`src/include/sha256_k_table.svh`:
```
// SHA-256 round constants
`ifndef SHA256_K_TABLE_SVH
`define SHA256_K_TABLE_SVH

// --------------------
// Round constants, K0 is the leftmost word
localparam logic [0:63][31:0] sha256_k = {
  32'h428a2f98, 32'h71374491, 32'hb5c0fbcf, 32'he9b5dba5,
  32'h3956c25b, 32'h59f111f1, 32'h923f82a4, 32'hab1c5ed5,
  32'hd807aa98, 32'h12835b01, 32'h243185be, 32'h550c7dc3,
  32'h72be5d74, 32'h80deb1fe, 32'h9bdc06a7, 32'hc19bf174,
  32'he49b69c1, 32'hefbe4786, 32'h0fc19dc6, 32'h240ca1cc,
  32'h2de92c6f, 32'h4a7484aa, 32'h5cb0a9dc, 32'h76f988da,
  32'h983e5152, 32'ha831c66d, 32'hb00327c8, 32'hbf597fc7,
  32'hc6e00bf3, 32'hd5a79147, 32'h06ca6351, 32'h14292967,
  32'h27b70a85, 32'h2e1b2138, 32'h4d2c6dfc, 32'h53380d13,
  32'h650a7354, 32'h766a0abb, 32'h81c2c92e, 32'h92722c85,
  32'ha2bfe8a1, 32'ha81a664b, 32'hc24b8b70, 32'hc76c51a3,
  32'hd192e819, 32'hd6990624, 32'hf40e3585, 32'h106aa070,
  32'h19a4c116, 32'h1e376c08, 32'h2748774c, 32'h34b0bcb5,
  32'h391c0cb3, 32'h4ed8aa4a, 32'h5b9cca4f, 32'h682e6ff3,
  32'h748f82ee, 32'h78a5636f, 32'h84c87814, 32'h8cc70208,
  32'h90befffa, 32'ha4506ceb, 32'hbef9a3f7, 32'hc67178f2
};

// --------------------
// Initial hash values, H0 is the leftmost word
localparam logic [0:7][31:0] sha256_iv = {
  32'h6a09e667, 32'hbb67ae85, 32'h3c6ef372, 32'ha54ff53a,
  32'h510e527f, 32'h9b05688c, 32'h1f83d9ab, 32'h5be0cd19
};

// SHA-224 uses its own start values
localparam logic [0:7][31:0] sha224_iv = {
  32'hc1059ed8, 32'h367cd507, 32'h3070dd17, 32'hf70e5939,
  32'hffc00b31, 32'h68581511, 32'h64f98fa7, 32'hbefa4fa4
};

`endif
```
`src/logic/sha256_pkg.sv`:
```
// SHA-256 accelerator shared types
package sha256_pkg;

  // --------------------
  // Sizes
  localparam int block_words  = 16;
  localparam int digest_words = 8;
  localparam int addr_width   = 6;

  // Index bits inside the block and digest windows
  localparam int block_idx_bits  = 4;
  localparam int digest_idx_bits = 3;

  // --------------------
  // Register map, word addresses
  localparam logic [addr_width-1:0] addr_block_base  = 6'h00;
  localparam logic [addr_width-1:0] addr_ctrl        = 6'h10;
  localparam logic [addr_width-1:0] addr_status      = 6'h11;
  localparam logic [addr_width-1:0] addr_wntz        = 6'h12;
  localparam logic [addr_width-1:0] addr_digest_base = 6'h18;

  // Control word bit positions
  localparam int ctrl_init_bit      = 0;
  localparam int ctrl_next_bit      = 1;
  localparam int ctrl_mode_bit      = 2;
  localparam int ctrl_zeroize_bit   = 3;
  localparam int ctrl_wntz_mode_bit = 4;
  localparam int ctrl_wntz_w_lsb    = 8;
  localparam int ctrl_wntz_w_msb    = 11;

  // Chain seed y sits in block words 8 to 15
  localparam int chain_seed_word = 8;
  // Chain message length in bits, I q i j and 32 byte digest
  localparam logic [63:0] chain_msg_bits = 64'd440;

  // --------------------
  // Core opcode and chain FSM states
  typedef enum logic [1:0] {cmd_none, cmd_init, cmd_next} sha256_cmd_e;
  typedef enum logic [1:0] {chain_idle, chain_first, chain_others} chain_state_e;

  // Decoded control, init next and zeroize are one cycle pulses
  typedef struct packed {
    logic       init;
    logic       next;
    logic       mode;
    logic       zeroize;
    logic       wntz_mode;
    logic [3:0] wntz_w;
  } sha256_ctrl_t;

  // Winternitz word, j_start in bits 23:16 and i in bits 15:0
  typedef struct packed {
    logic [7:0]  j_start;
    logic [15:0] i;
  } sha256_wntz_t;

  // Word 0 is the most significant word
  typedef logic [0:block_words-1][31:0]  sha256_block_t;
  typedef logic [0:digest_words-1][31:0] sha256_digest_t;

  typedef struct packed {
    sha256_cmd_e   cmd;
    logic          mode;
    sha256_block_t block;
  } sha256_core_req_t;

  typedef struct packed {
    logic           ready;
    logic           digest_valid;
    sha256_digest_t digest;
  } sha256_core_rsp_t;

  // Status word, ready in bit 0 up to error in bit 3
  typedef struct packed {
    logic error;
    logic wntz_busy;
    logic valid;
    logic ready;
  } sha256_status_t;

endpackage

```
`src/logic/sha256_chain_ctrl.sv`:
```
// Winternitz chain controller
`timescale 1ns/1ps

module sha256_chain_ctrl (
  input  logic                         clk,
  input  logic                         reset_n,
  input  sha256_pkg::sha256_ctrl_t     ctrl,
  input  sha256_pkg::sha256_wntz_t     wntz,
  input  sha256_pkg::sha256_block_t    block,
  output sha256_pkg::sha256_core_req_t core_req,
  input  sha256_pkg::sha256_core_rsp_t core_rsp,
  output sha256_pkg::sha256_status_t   status,
  output sha256_pkg::sha256_digest_t   digest
);

  sha256_pkg::chain_state_e   state_q;
  sha256_pkg::sha256_digest_t prev_q;
  sha256_pkg::sha256_digest_t masked;
  // I (16 bytes), q (4 bytes) and i (2 bytes)
  logic [175:0] prefix_q;
  logic [7:0]   j_q;
  logic [7:0]   last_j_q;
  logic [7:0]   iter_max;
  logic         issue_q;
  logic         cap_mode_q;
  logic         valid_q;
  logic         error_q;
  logic         busy;
  logic         idle_ready;
  logic         cmd_any;
  logic         cmd_clash;
  logic         chain_req;
  logic         w_bad;
  logic         param_bad;
  logic         chain_go;
  logic         host_go;
  logic         error_set;
  logic         done;

  // --------------------
  // Last j is 2^w - 1
  always_comb begin
    w_bad = 1'b0;
    case (ctrl.wntz_w)
      4'd1:    iter_max = 8'd1;
      4'd2:    iter_max = 8'd3;
      4'd4:    iter_max = 8'd15;
      4'd8:    iter_max = 8'd255;
      default: begin
        iter_max = 8'd0;
        w_bad    = 1'b1;
      end
    endcase
  end

  assign busy       = state_q != sha256_pkg::chain_idle;
  assign idle_ready = core_rsp.ready & ~busy;
  assign cmd_any    = ctrl.init | ctrl.next;
  assign cmd_clash  = ctrl.init & ctrl.next;
  assign chain_req  = ctrl.init & ctrl.wntz_mode & ~ctrl.next;
  // Chains always run SHA-256
  assign param_bad  = w_bad | (wntz.j_start > iter_max) | ~ctrl.mode;
  assign chain_go   = chain_req & idle_ready & ~param_bad;
  assign host_go    = cmd_any & ~cmd_clash & ~chain_req & idle_ready;
  // Dropped or illegal commands
  assign error_set  = cmd_clash | (cmd_any & ~idle_ready) | (chain_req & param_bad);
  // Host hash, or the block with the last j
  assign done       = core_rsp.digest_valid & (~busy | (j_q == last_j_q));

  // --------------------
  // Core request, chain blocks carry I q i j prev then padding
  always_comb begin
    core_req.cmd   = sha256_pkg::cmd_none;
    core_req.mode  = ctrl.mode;
    core_req.block = block;
    if (busy) begin
      core_req.mode  = 1'b1;
      core_req.block = {prefix_q, j_q, prev_q, 8'h80, sha256_pkg::chain_msg_bits};
      if (issue_q) begin
        core_req.cmd = sha256_pkg::cmd_init;
      end
    end else if (host_go) begin
      core_req.cmd = ctrl.init ? sha256_pkg::cmd_init : sha256_pkg::cmd_next;
    end
  end

  // --------------------
  // Chain FSM, one core init per block
  always_ff @(posedge clk or negedge reset_n) begin
    if (!reset_n) begin
      state_q  <= sha256_pkg::chain_idle;
      issue_q  <= 1'b0;
      j_q      <= '0;
      last_j_q <= '0;
    end else if (ctrl.zeroize) begin
      state_q <= sha256_pkg::chain_idle;
      issue_q <= 1'b0;
    end else begin
      issue_q <= 1'b0;
      case (state_q)
        sha256_pkg::chain_idle: begin
          if (chain_go) begin
            j_q      <= wntz.j_start;
            last_j_q <= iter_max;
            issue_q  <= 1'b1;
            state_q  <= sha256_pkg::chain_first;
          end
        end
        sha256_pkg::chain_first, sha256_pkg::chain_others: begin
          if (core_rsp.digest_valid) begin
            if (j_q == last_j_q) begin
              state_q <= sha256_pkg::chain_idle;
            end else begin
              j_q     <= j_q + 8'd1;
              issue_q <= 1'b1;
              state_q <= sha256_pkg::chain_others;
            end
          end
        end
        default: state_q <= sha256_pkg::chain_idle;
      endcase
    end
  end

  // Chain data path, seed y comes from the host block
  always_ff @(posedge clk) begin
    if (ctrl.zeroize) begin
      prefix_q <= '0;
      prev_q   <= '0;
    end else if (chain_go) begin
      prefix_q <= {block[0:4], wntz.i};
      prev_q   <= block[sha256_pkg::chain_seed_word +: sha256_pkg::digest_words];
    end else if (busy & core_rsp.digest_valid) begin
      prev_q <= core_rsp.digest;
    end
  end

  // --------------------
  // Digest capture, SHA-224 drops the last word
  always_comb begin
    masked = core_rsp.digest;
    if (!cap_mode_q) begin
      masked[sha256_pkg::digest_words-1] = '0;
    end
  end

  always_ff @(posedge clk or negedge reset_n) begin
    if (!reset_n) begin
      digest     <= '0;
      valid_q    <= 1'b0;
      error_q    <= 1'b0;
      cap_mode_q <= 1'b1;
    end else if (ctrl.zeroize) begin
      digest  <= '0;
      valid_q <= 1'b0;
      error_q <= 1'b0;
    end else begin
      if (error_set) begin
        error_q <= 1'b1;
      end
      // A new command hides the old digest
      if (host_go | chain_go) begin
        valid_q    <= 1'b0;
        cap_mode_q <= ctrl.mode;
      end else if (done) begin
        digest  <= masked;
        valid_q <= 1'b1;
      end
    end
  end

  assign status.ready     = idle_ready;
  assign status.valid     = valid_q;
  assign status.wntz_busy = busy;
  assign status.error     = error_q;

endmodule

```
`config.mk`:
```
export PLATFORM = sky130hd
export DESIGN_NAME = sha256_chain_ctrl
export DESIGN_NICKNAME = d
export VERILOG_FILES = /design/src/include/sha256_k_table.svh /design/src/logic/sha256_pkg.sv /design/src/logic/sha256_chain_ctrl.sv
export SDC_FILE = /design/constraint.sdc
export NUM_CORES = 2
export LEC_CHECK = 0
export BUFFER_PORTS_ARGS = -buffer_cell sky130_fd_sc_hd__buf_2
export CORE_AREA = 2 2 613 615
export CTS_CLUSTER_DIAMETER = 40
export DETAILED_ROUTE_END_ITERATION = 12
export DIE_AREA = 0 0 615 617
export SLEW_MARGIN = 10
export SYNTH_ARGS = -nofsm -noshare
export SYNTH_HDL_FRONTEND = slang
export SYNTH_SLANG_ARGS = --single-unit
```
`constraint.sdc`:
```
create_clock -name clk -period 2.9 [get_ports clk]
set_input_delay 0.29 -clock clk [delete_from_list [all_inputs] [get_ports clk]]
set_output_delay 0.29 -clock clk [all_outputs]
set_load 0.02 [all_outputs]
```
==> run metrics <==
Net Count, Synth 4672; failing checks setup timing; top cells by area, synth dfxtp_1 25%, dfrtp_1 19%, mux2_2 14%, nand2_1 6.6%, a2bb2oi_1 6.4%; reg2reg start state_q[0]; nets 7066; setup ws final -0.108 ns; Layout Cells excl Fill 11430; crit start category input pin; share of the synthesized area in the top cell type 24.6%; register area share after synthesis 44.1%; vias 44449; vias per cell 3.89; WP data required 3.61 ns; DR iter-0 viols 4253; vias in the first global route 43121; Ports 1580; Pins Over Slew Limit 0; Pleak 27.6 nW; Peak VDD IR 392 uV; Post-Route WL 337 mm; Area Overhead vs Synth 88.6%; Global Route Usage Sum 16.6%; # port buffers 1579; Met2 Routed Length 160 mm; Clock Sinks 706; CTS tree yes; area leader, netlist dfxtp_1; asr flop ratio synth 38.8%; most common cell in the netlist nand2_1; critical path type input pin to flop; worst-case clock buffer depth 4; Arrival @ worst endpoint 3.72 ns; Final Skew 0.0716 ns; Hold Vio Cnt, Final 0; grt ovf 0; Cell Count Post-Placement 10296; Syn Area/Cell 9.12 um2; Detail Route Antenna Nets 0; core box area 0.374 mm2; routed length per instance 29.5 um; hold depth 4; H-tree levels 4; top post-synthesis cells by count 620 x nand2_1, 440 x a21oi_1, 439 x mux2_2; synth warn 0; status finished with violations; worst r2r dst prev_q[66]; largest net degree at the start of global routing 118; Highest Signal Layer met5; DP HPWL 268 mm; FP Rows 225; Final Wtd Congestion 0.926; first-pass GRT wire length 423 mm; DIE AREA 0.379 mm2; CTS buffer count 162; worst min-delay path category input pin to flop; R2R setup slack -0.02 ns; CTS clk-pin slew, worst paths 0.05 ns; Die Wd 615 um; CTS root buf clkbuf_16; #FFs+latches synth 706; Syn Inst Count 3854; WHS 0.0466 ns; Reg2Reg Depth 12; Max-Cap Viols 0; f_max 0.332 GHz; drt pass-1 iters 6; initial antenna violation count 175; Max transition margin 34.8%; number of remaining DRC errors 0; CP endpoint kind flop; Synth Flop Type dfxtp_1; unrepaired setup endpoints after global routing true; Met3 Routed Length 35.7 mm; fin util 17.7%; Worst Hold Path EP prev_q[157]; Metal-1 WL 114 mm; Power Density 539 mW/mm2; mapped cell area 0.0352 mm2; EDFF count, synth 0; Tmin final 3.01 ns; hold_sp block[157]; Worst Tran Pin Value 0.973 ns; Clock Latency Late Sink 0.84 ns; DIE HEIGHT 617 um; critical path peak fanout 20; Tcrit/Tclk final 104%; post-synthesis cell type count 58; share of layout cells above drive strength 1 42.2%; # setup viols final 174; Initial Utilization 9.41%
-- cell usage in the layout (no fill, tap or decap), types with 227 or more instances in the layout --
master	n
a21oi_1	440
a2bb2oi_1	258
nand3_1	232
dlygate4sd3_1	696
o21ai_0	227
o211ai_1	261
nand2_1	617
buf_4	243
dfxtp_1	432
buf_2	1446
mux2_2	337
dfrtp_1	273
-- per-layer routing --
layer | global-route usage [%] | up-vias
met5 | 0.0126 | -
li1 | - | 18908
met2 | 28.2 | 2939
met4 | 10.6 | 94
met3 | 6.61 | 989
met1 | 17.1 | 21519
-- state kept, by name, summed over array words and instances (netlist names), 2 cells and up --
signal and count:
last_j_q 4, prev_q 256, state_q 2, j_q 8, digest 256, prefix_q 176
-- power breakdown --
part	leakage [nW]	internal [mW]	switching, mW
logic	17.7	2.45	3.86
registers	7.15	10.1	0.247
clock network	2.73	12.4	6.74
total	27.6	24.9	10.9
-- layout make-up --
cell class,count,area [um2]
antenna,63,158
clock buffer,207,4550
clock inverter,82,1030
fill,41344,307000
inverter,13,60.1
multi-input combinational,2718,18100
sequential,706,15500
tap,4994,6250
timing repair buffer,2647,20700
-- how the worst max path moves through the flow --
stage	end	from	slack, ns	cells after the start
2_1_floorplan	prev_q[145]	ctrl[1]	0.43	12
3_3_place_gp	prev_q[73]	ctrl[1]	-0.43	15
3_5_place_dp	prev_q[73]	ctrl[1]	-0.37	15
4_1_cts	core_req[142]	state_q[0]	-0.22	7
5_1_grt	core_req[197]	state_q[0]	-0.20	8
6_report	prev_q[148]	ctrl[3]	-0.11	15
-- metrics by stage --
stage               total power [mW]  setup TNS, ns  worst slack [ns]  cell area, um2
detailed placement              15.6        -160.96            -0.374           50600
CTS                             36.0         -56.37            -0.220           65100
finish                          35.8          -5.34            -0.108           66300
floorplan                       12.5              0             0.433           35200
global placement                15.6        -159.12            -0.428           50600
global route                    36.9         -52.40            -0.205           66200
-- critical path, cell delays in order --
cell           delay, ns
buf_2               0.15
dlygate4sd3_1       0.59
nand3b_1            0.11
buf_4               0.17
ha_1                0.29
a211oi_1            0.30
o211ai_1            0.14
o21ai_0             0.19
buf_4               0.21
o211a_4             0.16
buf_12              0.17
buf_12              0.19
buf_4               0.30
nand2_1             0.13
a2bb2oi_1           0.23
-- cells by family (layout without fill, tap and decap cells) --
| group | after synthesis | after routing | synth area share, % |
|---|---|---|---|
| compound gates | 1264 | 1264 | 23.0 |
| xor+xnor | 3 | 3 | 0.0747 |
| fa+ha+maj | 13 | 13 | 0.463 |
| buf+inv | 430 | 2949 | 5.80 |
| flops | 706 | 706 | 44.1 |
| mux | 439 | 439 | 14.1 |
| other cells | 0 | 63 | 0 |
| simple gates | 999 | 999 | 12.5 |
-- timing repair --
action / in CTS / in global routing
pin swaps: 2 / 0
endpoints found under the hold margin: 970 / 0
setup endpoints to repair: 501 / 539
gates cloned: 31 / 16
setup buffers: 30 / 11
gates resized for setup: 228 / 200
hold buffers: 697 / 0
No activity file was read; power rests on OpenSTA's default activity.
