==> src/include/sha256_k_table.svh <==
// SHA-256 round constants
`ifndef SHA256_K_TABLE_SVH
`define SHA256_K_TABLE_SVH

// --------------------
// Round constants, K0 is the leftmost word
localparam logic [0:63][31:0] sha256_k = {
  32'h428a2f98, 32'h71374491, 32'hb5c0fbcf, 32'he9b5dba5,
  32'h3956c25b, 32'h59f111f1, 32'h923f82a4, 32'hab1c5ed5,
  32'hd807aa98, 32'h12835b01, 32'h243185be, 32'h550c7dc3,
  32'h72be5d74, 32'h80deb1fe, 32'h9bdc06a7, 32'hc19bf174,
  32'he49b69c1, 32'hefbe4786, 32'h0fc19dc6, 32'h240ca1cc,
  32'h2de92c6f, 32'h4a7484aa, 32'h5cb0a9dc, 32'h76f988da,
  32'h983e5152, 32'ha831c66d, 32'hb00327c8, 32'hbf597fc7,
  32'hc6e00bf3, 32'hd5a79147, 32'h06ca6351, 32'h14292967,
  32'h27b70a85, 32'h2e1b2138, 32'h4d2c6dfc, 32'h53380d13,
  32'h650a7354, 32'h766a0abb, 32'h81c2c92e, 32'h92722c85,
  32'ha2bfe8a1, 32'ha81a664b, 32'hc24b8b70, 32'hc76c51a3,
  32'hd192e819, 32'hd6990624, 32'hf40e3585, 32'h106aa070,
  32'h19a4c116, 32'h1e376c08, 32'h2748774c, 32'h34b0bcb5,
  32'h391c0cb3, 32'h4ed8aa4a, 32'h5b9cca4f, 32'h682e6ff3,
  32'h748f82ee, 32'h78a5636f, 32'h84c87814, 32'h8cc70208,
  32'h90befffa, 32'ha4506ceb, 32'hbef9a3f7, 32'hc67178f2
};

// --------------------
// Initial hash values, H0 is the leftmost word
localparam logic [0:7][31:0] sha256_iv = {
  32'h6a09e667, 32'hbb67ae85, 32'h3c6ef372, 32'ha54ff53a,
  32'h510e527f, 32'h9b05688c, 32'h1f83d9ab, 32'h5be0cd19
};

// SHA-224 uses its own start values
localparam logic [0:7][31:0] sha224_iv = {
  32'hc1059ed8, 32'h367cd507, 32'h3070dd17, 32'hf70e5939,
  32'hffc00b31, 32'h68581511, 32'h64f98fa7, 32'hbefa4fa4
};

`endif
==> src/logic/sha256_pkg.sv <==
// SHA-256 accelerator shared types
package sha256_pkg;

  // --------------------
  // Sizes
  localparam int block_words  = 16;
  localparam int digest_words = 8;
  localparam int addr_width   = 6;

  // Index bits inside the block and digest windows
  localparam int block_idx_bits  = 4;
  localparam int digest_idx_bits = 3;

  // --------------------
  // Register map, word addresses
  localparam logic [addr_width-1:0] addr_block_base  = 6'h00;
  localparam logic [addr_width-1:0] addr_ctrl        = 6'h10;
  localparam logic [addr_width-1:0] addr_status      = 6'h11;
  localparam logic [addr_width-1:0] addr_wntz        = 6'h12;
  localparam logic [addr_width-1:0] addr_digest_base = 6'h18;

  // Control word bit positions
  localparam int ctrl_init_bit      = 0;
  localparam int ctrl_next_bit      = 1;
  localparam int ctrl_mode_bit      = 2;
  localparam int ctrl_zeroize_bit   = 3;
  localparam int ctrl_wntz_mode_bit = 4;
  localparam int ctrl_wntz_w_lsb    = 8;
  localparam int ctrl_wntz_w_msb    = 11;

  // Chain seed y sits in block words 8 to 15
  localparam int chain_seed_word = 8;
  // Chain message length in bits, I q i j and 32 byte digest
  localparam logic [63:0] chain_msg_bits = 64'd440;

  // --------------------
  // Core opcode and chain FSM states
  typedef enum logic [1:0] {cmd_none, cmd_init, cmd_next} sha256_cmd_e;
  typedef enum logic [1:0] {chain_idle, chain_first, chain_others} chain_state_e;

  // Decoded control, init next and zeroize are one cycle pulses
  typedef struct packed {
    logic       init;
    logic       next;
    logic       mode;
    logic       zeroize;
    logic       wntz_mode;
    logic [3:0] wntz_w;
  } sha256_ctrl_t;

  // Winternitz word, j_start in bits 23:16 and i in bits 15:0
  typedef struct packed {
    logic [7:0]  j_start;
    logic [15:0] i;
  } sha256_wntz_t;

  // Word 0 is the most significant word
  typedef logic [0:block_words-1][31:0]  sha256_block_t;
  typedef logic [0:digest_words-1][31:0] sha256_digest_t;

  typedef struct packed {
    sha256_cmd_e   cmd;
    logic          mode;
    sha256_block_t block;
  } sha256_core_req_t;

  typedef struct packed {
    logic           ready;
    logic           digest_valid;
    sha256_digest_t digest;
  } sha256_core_rsp_t;

  // Status word, ready in bit 0 up to error in bit 3
  typedef struct packed {
    logic error;
    logic wntz_busy;
    logic valid;
    logic ready;
  } sha256_status_t;

endpackage

==> src/logic/sha256_regs.sv <==
// SHA-256 register block
`timescale 1ns/1ps

module sha256_regs (
  input  logic                                clk,
  input  logic                                reset_n,
  input  logic                                cs,
  input  logic                                we,
  input  logic [sha256_pkg::addr_width-1:0]   address,
  input  logic [31:0]                         write_data,
  output logic [31:0]                         read_data,
  output logic                                err,
  output sha256_pkg::sha256_ctrl_t            ctrl,
  output sha256_pkg::sha256_wntz_t            wntz,
  output sha256_pkg::sha256_block_t           block,
  input  sha256_pkg::sha256_status_t          status,
  input  sha256_pkg::sha256_digest_t          digest
);

  localparam int wntz_bits = $bits(sha256_pkg::sha256_wntz_t);
  localparam int sts_bits  = $bits(sha256_pkg::sha256_status_t);
  localparam int aw        = sha256_pkg::addr_width;
  localparam int bib       = sha256_pkg::block_idx_bits;
  localparam int dib       = sha256_pkg::digest_idx_bits;

  logic block_sel;
  logic digest_sel;
  logic ctrl_sel;
  logic status_sel;
  logic wntz_sel;
  logic bad_access;
  logic wr_ok;
  logic bus_error_q;
  logic [31:0] rd_word;
  sha256_pkg::sha256_status_t sts_word;

  // --------------------
  // Address decode
  assign block_sel  = address[aw-1:bib] == sha256_pkg::addr_block_base[aw-1:bib];
  assign digest_sel = address[aw-1:dib] == sha256_pkg::addr_digest_base[aw-1:dib];
  assign ctrl_sel   = address == sha256_pkg::addr_ctrl;
  assign status_sel = address == sha256_pkg::addr_status;
  assign wntz_sel   = address == sha256_pkg::addr_wntz;

  // Unmapped, read only target, or any write during a chain
  assign bad_access = cs & (~(block_sel | digest_sel | ctrl_sel | status_sel | wntz_sel)
                      | (we & (status_sel | digest_sel))
                      | (we & status.wntz_busy));
  assign wr_ok      = cs & we & ~bad_access;

  // Bus errors show up in the status error bit as well
  always_comb begin
    sts_word       = status;
    sts_word.error = status.error | bus_error_q;
  end

  // --------------------
  // Read mux
  always_comb begin
    rd_word = '0;
    if (block_sel) begin
      rd_word = block[address[bib-1:0]];
    end else if (digest_sel) begin
      rd_word = digest[address[dib-1:0]];
    end else if (ctrl_sel) begin
      // Pulse bits always read back as zero
      rd_word[sha256_pkg::ctrl_mode_bit]      = ctrl.mode;
      rd_word[sha256_pkg::ctrl_wntz_mode_bit] = ctrl.wntz_mode;
      rd_word[sha256_pkg::ctrl_wntz_w_msb:sha256_pkg::ctrl_wntz_w_lsb] = ctrl.wntz_w;
    end else if (status_sel) begin
      rd_word[sts_bits-1:0] = sts_word;
    end else if (wntz_sel) begin
      rd_word[wntz_bits-1:0] = wntz;
    end
  end

  // --------------------
  // Registers
  always_ff @(posedge clk or negedge reset_n) begin
    if (!reset_n) begin
      ctrl        <= '0;
      wntz        <= '0;
      block       <= '0;
      read_data   <= '0;
      err         <= 1'b0;
      bus_error_q <= 1'b0;
    end else begin
      // Strobes last one cycle
      ctrl.init    <= 1'b0;
      ctrl.next    <= 1'b0;
      ctrl.zeroize <= 1'b0;
      err          <= bad_access;
      read_data    <= (cs & ~we) ? rd_word : '0;
      if (bad_access) begin
        bus_error_q <= 1'b1;
      end
      if (wr_ok & block_sel) begin
        block[address[bib-1:0]] <= write_data;
      end
      if (wr_ok & ctrl_sel) begin
        ctrl.init      <= write_data[sha256_pkg::ctrl_init_bit];
        ctrl.next      <= write_data[sha256_pkg::ctrl_next_bit];
        ctrl.mode      <= write_data[sha256_pkg::ctrl_mode_bit];
        ctrl.zeroize   <= write_data[sha256_pkg::ctrl_zeroize_bit];
        ctrl.wntz_mode <= write_data[sha256_pkg::ctrl_wntz_mode_bit];
        ctrl.wntz_w    <= write_data[sha256_pkg::ctrl_wntz_w_msb:sha256_pkg::ctrl_wntz_w_lsb];
      end
      if (wr_ok & wntz_sel) begin
        wntz <= write_data[wntz_bits-1:0];
      end
      // Zeroize wins over a block write in the same cycle
      if (ctrl.zeroize) begin
        block       <= '0;
        bus_error_q <= 1'b0;
      end
    end
  end

endmodule

==> config.mk <==
export PLATFORM = sky130hd
export DESIGN_NAME = sha256_regs
export DESIGN_NICKNAME = d
export VERILOG_FILES = /design/src/include/sha256_k_table.svh /design/src/logic/sha256_pkg.sv /design/src/logic/sha256_regs.sv
export SDC_FILE = /design/constraint.sdc
export NUM_CORES = 1
export LEC_CHECK = 0
export BUFFER_PORTS_ARGS = -buffer_cell sky130_fd_sc_hd__buf_2
export CAP_MARGIN = 20
export CORE_AREA = 2 2 347 349
export DETAILED_ROUTE_END_ITERATION = 10
export DIE_AREA = 0 0 349 351
export GPL_TIMING_DRIVEN = 0
export PLACE_DENSITY_LB_ADDON = 0.3
export RECOVER_POWER = 50
export SLEW_MARGIN = 20
export SYNTH_ARGS = -nofsm -noshare
export SYNTH_HDL_FRONTEND = slang
export SYNTH_SLANG_ARGS = --single-unit
==> constraint.sdc <==
create_clock -name clk -period 4.2 [get_ports clk]
set_input_delay 0.63 -clock clk [delete_from_list [all_inputs] [get_ports clk]]
set_output_delay 0.63 -clock clk [all_outputs]
set_load 0.02 [all_outputs]
==> results.cfg <==
[outcome]
outcome = finished, violations left
violations = capacitance limit, slew limit

[global_routing]
grt_max_degree = 83
grt_overflow = 0
grt_pass1_vias = 26696
antenna_found_initial = 30
grt_first_pass_wirelength_mm = 233
grt.total_usage_pct = 27.9

[die]
ioPinCount = 880
fp.coreArea_mm2 = 0.119
fp.dieH_um = 351
die_w_um = 349
start_util_pct = 24.3
die-area_mm2 = 0.122
rows = 127

[finish]
seq_area_mm2 = 0.0145
fin_area_mm2 = 0.0370
finalNetCount = 4125
drive_above_1_share_pct = 19.2
fillCellCount = 12699
area_growth_pct = 28.0
multiInputGateArea_mm2 = 0.0132
final_core_util_pct = 31.1

[yosys]
yosysUniqueCellTypes = 47
synthArstFlopShare_pct = 100
syn_avg_cell_area_um2 = 9.98
synth_top_area_share_pct = 50.1
synth-main-ff-cell = dfrtp_1
ys_seq_area_share_pct = 50.1
yosysMostFrequentCell = nand2_1
synth_top_cell_by_area = dfrtp_1
synthCells = 2896
syn_area_mm2 = 0.0289
synthTopCellsByCount = 1042 x nand2_1, 579 x dfrtp_1, 532 x a21oi_1
synth.ff_latch_count = 579
synth_nets = 3198
synth_edf_count = 0
ys_top_cells_by_area = dfrtp_1 50%, mux4_2 16%, nand2_1 14%, a21oi_1 9.2%, clkbuf_1 2.7%
yosys_warnings = 0

[clock_network]
clock_path_buffers = 3
cts_tree = done
cts.sinks = 579
cts_resized = 0
insertion_delay_ps = 650
cts_root_buf = clkbuf_16
htree_levels = 3
clkTransAtPathRegs_ps = 60
numCtsBuffers = 68

[setup_path]
reg2reg_slack_ps = 1500
arrival_ps = 4150
worst-r2r-cell-count = 4
cpPeakStageDelay_ps = 960
cp-startpoint = address[1]
cp-end-kind = register
crit_path_frequent_cell = buf_2
r2r-start = ctrl[5]$_DFF_PN0_
startpoint_type = input pin
crit_family = simple AND/OR/NAND/NOR gates
crit_chain = buf_2 > buf_2 > buf_2 > nor3b_1 > nand3_1 > clkbuf_1 > nand2_1 > a21oi_1
path_buf_inv = 4
crit_fanout = 10
rr_endpoint = block[140]$_DFFE_PN0P_
cp_data_required_time_ps = 4670
slowest_stage = nor3b_1
criticalPathCategory = in -> reg

[min_path]
min_to = err$_DFF_PN0_
hp-class = in -> reg
hp-start = cs
holdPathStages = 2

[placed_design]
port_buffers = 846
dp_hpwl_mm = 142
post_dp_cell_area_mm2 = 0.0353
place.gp.congestion = 0.928

[timing]
fmax_ghz = 0.272
skew_ps = 26.5
final_hold_viol_count = 0
relSlewSlack_pct = -46.0
final-setup-viol-count = 0
rsz0062_at_grt = no
drv_slew = 165
period_share_pct = 87.6
worstMarginPinSlew_ps = 2190
period_needed_ps = 3680

[routing]
routed_wl_mm = 178
wl_per_cell_um = 32.7
drc = 0
antenna_left = 0
vias = 28092
via_per_inst = 5.17
drtIter0Drc = 2921
drtPass1Iterations = 5

[power_and_ir_drop]
p_per_area_mw_per_mm2 = 394
seqPwrFrac_pct = 42.0
leakage_uw = 0.0157
vdd_drop_max_v = 0.000267
intPower_uw = 10100
pwr-share-comb_pct = 14.6
power_switching_uw = 4440
p_sw_share_pct = 30.5
power.share.clock_pct = 43.5

[flow_run]
maxCapViolCount = 3
-- sequential cells by signal (all words and copies together), names as in the netlist --
signal,flops
block,512
err,1
read_data,32
ctrl,9
wntz,24
bus_error_q,1
-- cell families after synthesis --
| logic type | share of synthesized area [%] |
|---|---|
| mux | 19.0 |
| flops | 50.1 |
| buf+inv | 4.24 |
| simple gates | 15.1 |
| compound gates | 11.5 |
-- power by group through the flow --
stage | Sequential, uW | Clock, uW | Combinational, uW
after floorplan | 6420 | 0 | 764
after global placement | 6190 | 0 | 2140
after detailed placement | 6190 | 0 | 2180
after CTS | 6090 | 6430 | 2180
after global routing | 6130 | 6630 | 2240
final | 6110 | 6330 | 2120
-- placed cells by master (no fill, tap or decap), types with 4 or more instances in the layout --
| cell | n |
|---|---|
| a22o_1 | 11 |
| buf_16 | 6 |
| clkbuf_2 | 4 |
| and3_1 | 5 |
| nor2_1 | 18 |
| nand2_1 | 1042 |
| dfrtp_1 | 579 |
| buf_1 | 9 |
| mux4_2 | 208 |
| o22ai_1 | 17 |
| mux2i_1 | 45 |
| mux2_1 | 30 |
| o21ai_1 | 12 |
| nand3_1 | 11 |
| clkbuf_1 | 736 |
| clkbuf_16 | 68 |
| buf_2 | 391 |
| clkbuf_8 | 18 |
| diode_2 | 13 |
| a31oi_1 | 5 |
| a22oi_1 | 13 |
| o21ai_0 | 4 |
| clkinv_2 | 6 |
| a21oi_1 | 532 |
| buf_4 | 13 |
| o31a_1 | 15 |
| o22a_1 | 8 |
| bufinv_16 | 4 |
| nor2b_1 | 5 |
| nor3_2 | 5 |
-- metal layers --
| metal | share of wire (%) | up-vias | GRT usage (%) |
|---|---|---|---|
| li1 | - | 11874 | - |
| met4 | 4.4 | 14 | 11.1 |
| met3 | 12 | 310 | 11.9 |
| met5 | 0.052 | - | 0.746 |
| met2 | 47 | 1507 | 44.8 |
| met1 | 37 | 14387 | 32.7 |
-- final cells by class --
type | count | area share, %
diodes | 13 | 0.0879
plain buffers | 291 | 3.30
clock buffers | 101 | 5.42
clock inverters | 19 | 0.869
inverters | 3 | 0.0304
multi-input cells | 2023 | 35.6
flip-flops and latches | 579 | 39.2
well taps | 1548 | 5.23
repair buffers | 857 | 10.3
-- what timing repair did --
item	4_1_cts	5_1_grt
hold endpoints to repair	50	0
buffers inserted	0	0
hold buffers	1	0
-- per-stage QoR --
| step | hold WS [ps] | setup TNS (ps) | std cells | power, uW | worst slack [ps] |
|---|---|---|---|---|---|
| after floorplan | 334 | 0 | 2896 | 7180 | 1820 |
| after global placement | 493 | -6136160 | 5290 | 8330 | -10670 |
| after detailed placement | 499 | 0 | 5299 | 8380 | 87.4 |
| after CTS | 250 | 0 | 5420 | 14700 | 769 |
| after global routing | 289 | 0 | 5429 | 15000 | 409 |
| final | 304 | 0 | 5434 | 14600 | 522 |
-- how the worst max path moves through the flow --
| stage | endpoint | slack (ps) | depth (start not counted) |
|---|---|---|---|
| after floorplan | read_data[12]$_DFF_PN0_ | 1820 | 5 |
| after global placement | block[105]$_DFFE_PN0P_ | -10670 | 1 |
| after detailed placement | block[41]$_DFFE_PN0P_ | 90 | 8 |
| after CTS | block[33]$_DFFE_PN0P_ | 770 | 8 |
| after global routing | block[207]$_DFFE_PN0P_ | 410 | 5 |
| final | block[33]$_DFFE_PN0P_ | 520 | 8 |
No activity file was read; power rests on OpenSTA's default activity.
